## config.mk

```make
export PLATFORM = sky130hd
export DESIGN_NAME = fmv_decoder
export DESIGN_NICKNAME = d
export VERILOG_FILES = /design/src/verilog/fmv_regs_pkg.sv /design/src/verilog/fmv_stream_pkg.sv /design/src/verilog/fmv_host_regs.sv /design/src/verilog/fmv_header_parser.sv /design/src/verilog/fmv_system_timer.sv /design/src/verilog/fmv_event_fifo.sv /design/src/verilog/fmv_decoder.sv
export SDC_FILE = /design/constraint.sdc
export NUM_CORES = 2
export LEC_CHECK = 0
export ABC_AREA = 0
export ABC_CLOCK_PERIOD_IN_PS = 3320
export BUFFER_PORTS_ARGS = -buffer_cell sky130_fd_sc_hd__buf_2
export CAP_MARGIN = 20
export CORE_MARGIN = 5
export CORE_UTILIZATION = 55
export DETAILED_ROUTE_END_ITERATION = 12
export PLACE_DENSITY = 0.81
export SYNTH_ARGS = -nofsm -noshare
export SYNTH_HDL_FRONTEND = slang
export SYNTH_SLANG_ARGS = --single-unit
```

## constraint.sdc

```tcl
create_clock -name clk -period 3.32 [get_ports clk]
set_clock_uncertainty 0.05 [all_clocks]
set_input_delay 0 -clock clk [delete_from_list [all_inputs] [get_ports clk]]
set_output_delay 0 -clock clk [all_outputs]
set_load 0.1 [all_outputs]
```

## src/verilog/fmv_regs_pkg.sv

```systemverilog
`default_nettype none

package fmv_regs_pkg;

    // Host bus, word addressed
    localparam int addr_width = 15;
    localparam int data_width = 16;

    // Register word addresses
    localparam logic [addr_width-1:0] reg_timecd_hi = 15'h202c;
    localparam logic [addr_width-1:0] reg_timecd_lo = 15'h202d;
    localparam logic [addr_width-1:0] reg_tmpref    = 15'h202e; // Reference at bits 11..2
    localparam logic [addr_width-1:0] reg_ier       = 15'h2030;
    localparam logic [addr_width-1:0] reg_isr       = 15'h2031; // Clear on read
    localparam logic [addr_width-1:0] reg_tcnt      = 15'h2032;
    localparam logic [addr_width-1:0] reg_trld      = 15'h2057; // Write restarts timer
    localparam logic [addr_width-1:0] reg_xfer      = 15'h206f; // Stream data, high byte first

    // Status and enable bit positions
    localparam int isr_seq   = 0;
    localparam int isr_gop   = 1;
    localparam int isr_pic   = 2;
    localparam int isr_tim   = 8;
    localparam int isr_vsync = 11;

    // System tick from the core clock
    localparam int tick_width = 10;
    localparam logic [tick_width-1:0] tick_divider = 10'd667;

    // Counter advances once per 8 ticks
    localparam int timer_prescale_bits = 3;
    localparam logic [data_width-1:0] tcnt_reset = 16'd55;

endpackage

`default_nettype wire

```

## src/verilog/fmv_stream_pkg.sv

```systemverilog
`default_nettype none

package fmv_stream_pkg;

    // Start code prefix 00 00 01 and the code byte after it
    localparam logic [7:0] prefix_zero = 8'h00;
    localparam logic [7:0] prefix_one  = 8'h01;
    localparam logic [7:0] code_seq    = 8'hb3;
    localparam logic [7:0] code_gop    = 8'hb8;
    localparam logic [7:0] code_pic    = 8'h00;
    localparam logic [7:0] code_slice  = 8'h01;

    typedef enum logic [3:0] {
        idle,
        magic0,
        magic2,
        magic_match,
        seqhdr,
        gop0,
        gop1,
        gop2,
        gop3,
        pic0,
        pic1,
        pic2,
        pic3,
        slice0
    } parser_state_e;

    localparam int tmpref_width   = 10;
    localparam int timecode_width = 32;

    // Header event queue
    localparam int fifo_depth      = 64;
    localparam int fifo_addr_width = 6;

endpackage

`default_nettype wire

```

## src/verilog/fmv_host_regs.sv

```systemverilog
`timescale 1ns/1ps
`default_nettype none

module fmv_host_regs (
    input  wire                                        clk,
    input  wire                                        reset,
    input  wire  [fmv_regs_pkg::addr_width-1:0]        address,
    input  wire  [fmv_regs_pkg::data_width-1:0]        din,
    output logic [fmv_regs_pkg::data_width-1:0]        dout,
    input  wire                                        cs,
    input  wire                                        uds,
    input  wire                                        lds,
    input  wire                                        write_strobe,
    output logic                                       bus_ack,
    output logic                                       intreq,
    input  wire                                        vsync,
    output logic [7:0]                                 stream_byte,
    output logic                                       stream_valid,
    input  wire                                        ev_valid,
    input  wire                                        ev_seq,
    input  wire                                        ev_gop,
    input  wire                                        ev_pic,
    input  wire  [fmv_stream_pkg::timecode_width-1:0]  ev_timecode,
    input  wire  [fmv_stream_pkg::tmpref_width-1:0]    ev_tmpref,
    output logic                                       ev_pop,
    input  wire                                        timer_hit,
    output logic [fmv_regs_pkg::data_width-1:0]        tcnt,
    output logic                                       timer_reload
);
    import fmv_regs_pkg::*;
    import fmv_stream_pkg::*;

    logic                      access;
    logic                      bus_write;
    logic                      bus_read;
    logic                      xfer_write;
    logic                      low_pending;  // Low byte goes out next cycle
    logic [7:0]                low_byte;
    logic                      vsync_q;
    logic                      vsync_rise;
    logic                      field_toggle;
    logic [data_width-1:0]     ier;
    logic [data_width-1:0]     isr;
    logic [data_width-1:0]     tmpref;
    logic [timecode_width-1:0] timecode;

    assign access     = cs && (uds || lds);
    assign bus_write  = access && bus_ack && write_strobe;
    assign bus_read   = access && bus_ack && !write_strobe;
    assign xfer_write = bus_write && (address == reg_xfer);

    // High byte straight from the bus, low byte one cycle later
    assign stream_valid = xfer_write || low_pending;
    assign stream_byte  = low_pending ? low_byte : din[data_width-1:8];

    assign vsync_rise   = vsync && !vsync_q;
    assign ev_pop       = ev_valid && vsync_rise && field_toggle; // Every second field
    assign timer_reload = bus_write && (address == reg_trld);
    assign intreq       = (isr & ier) != '0;

    always_ff @(posedge clk) begin
        if (reset) begin
            bus_ack      <= 1'b0;
            low_pending  <= 1'b0;
            vsync_q      <= 1'b0;
            field_toggle <= 1'b0;
            ier          <= '0;
            isr          <= '0;
            tcnt         <= tcnt_reset;
        end else begin
            bus_ack     <= access ? !bus_ack : 1'b0;
            low_pending <= xfer_write;
            vsync_q     <= vsync;
            if (vsync_rise)
                field_toggle <= !field_toggle;

            if (bus_write) begin
                case (address)
                    reg_ier:  ier <= din;
                    reg_tcnt: tcnt <= din;
                    default: ;
                endcase
            end

            // A set in the same cycle as the clearing read survives
            if (bus_read && address == reg_isr)
                isr <= '0;
            if (vsync_rise)
                isr[isr_vsync] <= 1'b1;
            if (timer_hit)
                isr[isr_tim] <= 1'b1;
            if (ev_pop) begin
                isr[isr_seq] <= ev_seq;
                isr[isr_gop] <= ev_gop;
                isr[isr_pic] <= ev_pic;
            end
        end
    end

    always_ff @(posedge clk) begin
        if (xfer_write)
            low_byte <= din[7:0];
        if (ev_pop) begin
            timecode <= ev_timecode;
            tmpref   <= {{(data_width - tmpref_width - 2){1'b0}}, ev_tmpref, 2'b00};
        end
    end

    always_comb begin
        case (address)
            reg_timecd_hi: dout = timecode[31:16];
            reg_timecd_lo: dout = timecode[15:0];
            reg_tmpref:    dout = tmpref;
            reg_ier:       dout = ier;
            reg_isr:       dout = isr;
            reg_tcnt:      dout = tcnt;
            default:       dout = '0;
        endcase
    end

endmodule

`default_nettype wire

```

## src/verilog/fmv_header_parser.sv

```systemverilog
`timescale 1ns/1ps
`default_nettype none

module fmv_header_parser (
    input  wire                                        clk,
    input  wire                                        reset,
    input  wire  [7:0]                                 stream_byte,
    input  wire                                        stream_valid,
    output logic                                       event_write,
    output logic                                       ev_seq,
    output logic                                       ev_gop,
    output logic                                       ev_pic,
    output logic [fmv_stream_pkg::timecode_width-1:0]  ev_timecode,
    output logic [fmv_stream_pkg::tmpref_width-1:0]    ev_tmpref
);
    import fmv_stream_pkg::*;

    parser_state_e           state;
    logic [tmpref_width-1:0] pic_ref;       // Reference of the header being parsed
    logic [tmpref_width-1:0] expected_ref;  // Next in-order reference within the GOP

    always_ff @(posedge clk) begin
        if (reset) begin
            state        <= idle;
            event_write  <= 1'b0;
            ev_seq       <= 1'b0;
            ev_gop       <= 1'b0;
            ev_pic       <= 1'b0;
            ev_timecode  <= '0;
            ev_tmpref    <= '0;
            pic_ref      <= '0;
            expected_ref <= '0;
        end else begin
            event_write <= 1'b0;

            // Flags belong to one event only
            if (event_write) begin
                ev_seq <= 1'b0;
                ev_gop <= 1'b0;
                ev_pic <= 1'b0;
            end

            if (stream_valid) begin
                state <= idle;  // Unexpected byte drops the match
                case (state)
                    idle: begin
                        if (stream_byte == prefix_zero)
                            state <= magic0;
                    end
                    magic0: begin
                        if (stream_byte == prefix_zero)
                            state <= magic2;
                    end
                    magic2: begin
                        if (stream_byte == prefix_zero)
                            state <= magic2;  // Extra zero stuffing
                        else if (stream_byte == prefix_one)
                            state <= magic_match;
                    end
                    magic_match: begin
                        case (stream_byte)
                            code_seq:   state <= seqhdr;
                            code_gop:   state <= gop0;
                            code_pic:   state <= pic0;
                            code_slice: state <= slice0;
                            default: ;
                        endcase
                    end
                    seqhdr: ev_seq <= 1'b1;
                    gop0:   state <= gop1;
                    gop1: begin
                        ev_timecode[27:25] <= stream_byte[2:0];
                        state <= gop2;
                    end
                    gop2: begin
                        ev_timecode[24:22] <= stream_byte[7:5];
                        ev_timecode[21:17] <= stream_byte[4:0];
                        state <= gop3;
                    end
                    gop3: begin
                        ev_timecode[16] <= stream_byte[7];
                        ev_gop          <= 1'b1;
                        expected_ref    <= '0;  // New GOP counts from zero
                    end
                    pic0: begin
                        pic_ref[9:2] <= stream_byte;
                        state <= pic1;
                    end
                    pic1: begin
                        pic_ref[1:0] <= stream_byte[7:6];
                        state <= pic2;
                    end
                    pic2: begin
                        // Out of order pictures keep the last reference
                        if (pic_ref == expected_ref) begin
                            ev_tmpref    <= pic_ref;
                            expected_ref <= expected_ref + 1'b1;
                        end
                        state <= pic3;
                    end
                    pic3: begin
                        ev_pic      <= 1'b1;
                        event_write <= 1'b1;
                    end
                    default: ;  // slice0 returns to idle
                endcase
            end
        end
    end

endmodule

`default_nettype wire

```

## src/verilog/fmv_system_timer.sv

```systemverilog
`timescale 1ns/1ps
`default_nettype none

module fmv_system_timer (
    input  wire                                  clk,
    input  wire                                  reset,
    input  wire  [fmv_regs_pkg::data_width-1:0]  tcnt,
    input  wire                                  timer_reload,
    output logic                                 timer_hit
);
    import fmv_regs_pkg::*;

    localparam int cnt_width = data_width + timer_prescale_bits;

    logic [tick_width-1:0] div_cnt;
    logic                  tick;
    logic [cnt_width-1:0]  timer_cnt;
    logic                  at_compare;

    assign tick = div_cnt == tick_divider - 1'b1;

    // Last tick of the prescaled step equal to tcnt
    assign at_compare = (timer_cnt[cnt_width-1:timer_prescale_bits] == tcnt) &&
                        (&timer_cnt[timer_prescale_bits-1:0]);

    always_ff @(posedge clk) begin
        if (reset) begin
            div_cnt   <= '0;
            timer_cnt <= '0;
            timer_hit <= 1'b0;
        end else begin
            timer_hit <= 1'b0;
            if (timer_reload) begin
                div_cnt   <= '0;
                timer_cnt <= '0;
            end else if (tick) begin
                div_cnt <= '0;
                if (at_compare) begin
                    timer_hit <= 1'b1;
                    timer_cnt <= '0;
                end else begin
                    timer_cnt <= timer_cnt + 1'b1;
                end
            end else begin
                div_cnt <= div_cnt + 1'b1;
            end
        end
    end

endmodule

`default_nettype wire

```

## src/verilog/fmv_event_fifo.sv

```systemverilog
`timescale 1ns/1ps
`default_nettype none

module fmv_event_fifo (
    input  wire                                        clk,
    input  wire                                        reset,
    input  wire                                        event_write,
    input  wire                                        ev_seq,
    input  wire                                        ev_gop,
    input  wire                                        ev_pic,
    input  wire  [fmv_stream_pkg::timecode_width-1:0]  ev_timecode,
    input  wire  [fmv_stream_pkg::tmpref_width-1:0]    ev_tmpref,
    input  wire                                        ev_pop,
    output logic                                       ev_valid,
    output logic                                       ev_head_seq,
    output logic                                       ev_head_gop,
    output logic                                       ev_head_pic,
    output logic [fmv_stream_pkg::timecode_width-1:0]  ev_head_timecode,
    output logic [fmv_stream_pkg::tmpref_width-1:0]    ev_head_tmpref
);
    import fmv_stream_pkg::*;

    localparam int entry_width = 3 + timecode_width + tmpref_width;

    logic [entry_width-1:0]     mem [fifo_depth];
    logic [fifo_addr_width-1:0] wr_idx;
    logic [fifo_addr_width-1:0] rd_idx;
    logic [fifo_addr_width:0]   count;
    logic                       do_write;
    logic                       do_pop;

    // Full FIFO drops the event
    assign do_write = event_write && (count != (fifo_addr_width + 1)'(fifo_depth));
    assign do_pop   = ev_pop && ev_valid;
    assign ev_valid = count != '0;

    // Head shows without a read request
    assign {ev_head_seq, ev_head_gop, ev_head_pic, ev_head_timecode, ev_head_tmpref} =
        mem[rd_idx];

    always_ff @(posedge clk) begin
        if (do_write)
            mem[wr_idx] <= {ev_seq, ev_gop, ev_pic, ev_timecode, ev_tmpref};
    end

    always_ff @(posedge clk) begin
        if (reset) begin
            wr_idx <= '0;
            rd_idx <= '0;
            count  <= '0;
        end else begin
            if (do_write)
                wr_idx <= wr_idx + 1'b1;
            if (do_pop)
                rd_idx <= rd_idx + 1'b1;
            case ({do_write, do_pop})
                2'b10:   count <= count + 1'b1;
                2'b01:   count <= count - 1'b1;
                default: ;
            endcase
        end
    end

endmodule

`default_nettype wire

```

## src/verilog/fmv_decoder.sv

```systemverilog
`timescale 1ns/1ps
`default_nettype none

module fmv_decoder (
    input  wire                                  clk,
    input  wire                                  reset,
    input  wire  [fmv_regs_pkg::addr_width-1:0]  address,
    input  wire  [fmv_regs_pkg::data_width-1:0]  din,
    output logic [fmv_regs_pkg::data_width-1:0]  dout,
    input  wire                                  cs,
    input  wire                                  uds,
    input  wire                                  lds,
    input  wire                                  write_strobe,
    output logic                                 bus_ack,
    output logic                                 intreq,
    input  wire                                  vsync
);
    import fmv_regs_pkg::*;
    import fmv_stream_pkg::*;

    logic [7:0]                stream_byte;
    logic                      stream_valid;
    logic                      event_write;
    logic                      push_seq;
    logic                      push_gop;
    logic                      push_pic;
    logic [timecode_width-1:0] push_timecode;
    logic [tmpref_width-1:0]   push_tmpref;
    logic                      ev_valid;
    logic                      ev_pop;
    logic                      head_seq;
    logic                      head_gop;
    logic                      head_pic;
    logic [timecode_width-1:0] head_timecode;
    logic [tmpref_width-1:0]   head_tmpref;
    logic [data_width-1:0]     tcnt;
    logic                      timer_reload;
    logic                      timer_hit;

    fmv_host_regs host_regs_i (
        .clk(clk), .reset(reset), .address(address), .din(din), .dout(dout),
        .cs(cs), .uds(uds), .lds(lds), .write_strobe(write_strobe),
        .bus_ack(bus_ack), .intreq(intreq), .vsync(vsync),
        .stream_byte(stream_byte), .stream_valid(stream_valid),
        .ev_valid(ev_valid), .ev_seq(head_seq), .ev_gop(head_gop), .ev_pic(head_pic),
        .ev_timecode(head_timecode), .ev_tmpref(head_tmpref), .ev_pop(ev_pop),
        .timer_hit(timer_hit), .tcnt(tcnt), .timer_reload(timer_reload)
    );

    fmv_header_parser parser_i (
        .clk(clk), .reset(reset), .stream_byte(stream_byte), .stream_valid(stream_valid),
        .event_write(event_write), .ev_seq(push_seq), .ev_gop(push_gop),
        .ev_pic(push_pic), .ev_timecode(push_timecode), .ev_tmpref(push_tmpref)
    );

    fmv_event_fifo event_fifo_i (
        .clk(clk), .reset(reset), .event_write(event_write),
        .ev_seq(push_seq), .ev_gop(push_gop), .ev_pic(push_pic),
        .ev_timecode(push_timecode), .ev_tmpref(push_tmpref),
        .ev_pop(ev_pop), .ev_valid(ev_valid),
        .ev_head_seq(head_seq), .ev_head_gop(head_gop), .ev_head_pic(head_pic),
        .ev_head_timecode(head_timecode), .ev_head_tmpref(head_tmpref)
    );

    fmv_system_timer timer_i (
        .clk(clk), .reset(reset), .tcnt(tcnt),
        .timer_reload(timer_reload), .timer_hit(timer_hit)
    );

endmodule

`default_nettype wire

```

==> metrics <==
total track usage 28.04%; Worst setup EP type primary output; setup TNS 0 ns; Area contributors post-synth edfxtp_1 (71%), mux4_2 (16%), dfxtp_1 (4.2%), nor2_1 (1.1%), a22oi_1 (0.71%); Vias 36.60k; DRT iter0 DRCs 5530; CTS tree built; hold_ws 0.2092 ns; Required @ worst endpoint 3.27 ns; VDD IR max 0.6702 mV; Slew Limit Headroom 23.42%; IO Pins 56; Layout Nets 3686; antenna viol nets, final 0; Final Max Slew Viols 0; drt first pass iters 7; drt drc 0; Worst Hold Class input pin to flop; Yosys warnings 0; HPWL after DPL 95.28 mm; Gate Count Post-Synth 3300; routed len/inst 34.03 µm; die height 363.7 µm; Final Critical Period 3.270 ns; total gr overflow 0; Die Area 132300 µm²; Main synth FF type edfxtp_1; synthesized flop and latch total 1776; worst slew pin tran 1.149 ns; antenna violations before repair 9; H-tree depth 4; CTS clk-pin slew, worst paths 0.06 ns; Mean Syn Cell Area 20.85 µm²; Core Area 124000 µm²; worst slack at placement 0.3501 ns; Seq/Total Area, Yosys 75.37%; Async SR Flop Fraction 0%; Tcrit/Tclk final 98.51%; Setup Viol. Count Final 0; Crit Path Class input pin to primary output; Final Hold Fails 0; total power 43.56 mW; Yosys cell types 71; Root Driver clkbuf_16; Routed WL 184.4 mm; row count 129; Area Overhead vs Synth 15.11%; largest net degree at the start of global routing 78; routability cong. 0.9083; most common cell in the synthesized netlist edfxtp_1; Post-synth EDFFs 1630; Die W 363.7 µm; CTS Sinks 1776; Setup WS post-layout 0.04963 ns; initial core utilization 55.52%; fmax 305.8 MHz; Mapped Nets 3347; DR vias/cell 6.754; Finished Core Util 63.90%; total of max-cap violations 0; Lkg Pwr 20.36 nW; Worst Path Max Fanout 11; CTS Buffer Depth 3; area leader, netlist edfxtp_1; synth cell count leaders edfxtp_1 (1630), mux4_2 (488), nor2_1 (195), dfxtp_1 (146), nand2_1 (126); top cell type's share of synthesized area 71.13%; first-pass GRT wire length 263.9 mm; vias in the first global route 37.22k; CTS Buf Count 166; CP arrival 3.22 ns; share of cells above drive strength 1 30.60%; Startpoint Class input pin; I/O Buffers 55; PD cells 549.9 nW/µm²; Clk Latency, worst-skew pair 0.80 ns; status finished clean; Syn Std Cell Area 68820 µm²
## sequential cells by signal, indices dropped and copies added, names as in the netlist, 6 cells and up, named ones only
| name | cells |
|---|---|
| host_regs_i.tmpref | 10 |
| parser_i.expected_ref | 10 |
| host_regs_i.timecode | 12 |
| parser_i.ev_tmpref | 10 |
| host_regs_i.low_byte | 8 |
| host_regs_i.ier | 16 |
| timer_i.div_cnt | 10 |
| parser_i.pic_ref | 10 |
| host_regs_i.tcnt | 16 |
| timer_i.timer_cnt | 19 |
| event_fifo_i.rd_idx | 6 |
| parser_i.ev_timecode | 12 |
| event_fifo_i.count | 7 |
| event_fifo_i.wr_idx | 6 |
| event_fifo_i.mem | 1600 |
## cells by family (layout without fill, tap and decap cells)
logic type	Yosys count	in the layout	synth area share, %
adder cells (fa/ha/maj)	9	9	0.1636
AND/OR/NAND/NOR	504	504	3.580
AO/OA/AOI/OAI	202	202	2.095
flip-flops	1776	1776	75.37
other	0	4	0
multiplexers	532	532	16.62
XOR/XNOR	75	75	0.9545
buffers and inverters	202	680	1.216
## area by class of cell
type | count | area (µm²)
clock inverters | 92 | 1040
inverters | 21 | 80.08
fillers | 7723 | 44750
flip-flops and latches | 1776 | 51920
clock buffers | 215 | 4410
multi-input cells | 1322 | 16430
well taps | 1637 | 2048
diodes | 4 | 10.01
repair buffers | 352 | 3276
## cells in the final DEF (no fill, tap or decap), types with 8 or more instances in the layout
cell type | Yosys | final
dlygate4sd3_1 | 0 | 71
a221o_1 | 9 | 9
a211oi_1 | 23 | 23
nand4_1 | 22 | 22
bufinv_16 | 0 | 17
inv_1 | 20 | 20
buf_12 | 1 | 45
or3_1 | 8 | 8
o21ai_0 | 12 | 12
xor2_1 | 29 | 29
clkinv_1 | 1 | 18
clkinv_2 | 0 | 33
nand2_2 | 10 | 10
nor2b_1 | 14 | 12
and3_1 | 10 | 10
a21oi_2 | 11 | 11
mux4_2 | 488 | 488
a22oi_1 | 65 | 65
nor2_2 | 0 | 36
mux2i_1 | 41 | 41
ha_1 | 9 | 9
nand2_1 | 126 | 126
clkbuf_1 | 91 | 44
nand3_1 | 31 | 31
edfxtp_1 | 1630 | 1630
nor4_1 | 16 | 15
a21oi_1 | 46 | 46
nor3_1 | 17 | 16
clkbuf_16 | 0 | 168
dfxtp_1 | 146 | 117
buf_2 | 35 | 51
dfxtp_2 | 0 | 25
xnor2_1 | 46 | 46
buf_4 | 1 | 179
nor2_1 | 195 | 130
nor2_4 | 0 | 29
## metrics by stage
stage | area [µm²] | cells
floorplan | 68820 | 3300
finish | 79210 | 5419
detailed placement | 72810 | 5025
CTS | 78980 | 5404
global placement | 72810 | 5025
global route | 79200 | 5415
## report_power, final
group | internal, mW | switching, mW
Combinational | 0.0904 | 0.120
Sequential | 24.0 | 0.00596
Clock | 10.8 | 8.49
Total | 34.9 | 8.62
## final timing paths
check	end	slack, ns	cells past startpoint	start
max	dout[2]	0.05	9	address[10]
min	parser_i.ev_timecode[20]$_SDFFE_PP0P_	0.21	4	din[11]
max reg2reg	event_fifo_i.mem[12][8]$_DFFE_PP_	0.23	8	event_fifo_i.count[4]$_SDFFE_PP0P_
min reg2reg	host_regs_i.ier[12]$_SDFFE_PP0P_	0.41	2	host_regs_i.ier[12]$_SDFFE_PP0P_
## layer usage
layer  wire, µm  track usage [%]  vias up
met3      21930            6.987      582
met4       9779            12.51        2
li1           -                -    14322
met2      92460            46.67     2949
met1      60220            35.47    18746
met5         13                0        -
## critical path, cell delays in order
cell	delay, ns
dlygate4sd3_1	0.54
buf_2	0.15
nor3_1	0.20
dlygate4sd3_1	0.62
nand3b_1	0.28
inv_1	0.13
nand3_1	0.36
o221ai_1	0.44
buf_2	0.50
## repair_timing
item	in CTS	in global routing
gates resized for setup	0	4
setup endpoints to repair	0	21
hold endpoints to repair	131	0
hold buffers	72	0
buffers inserted	0	1
Power figures use the tool's default switching activity.
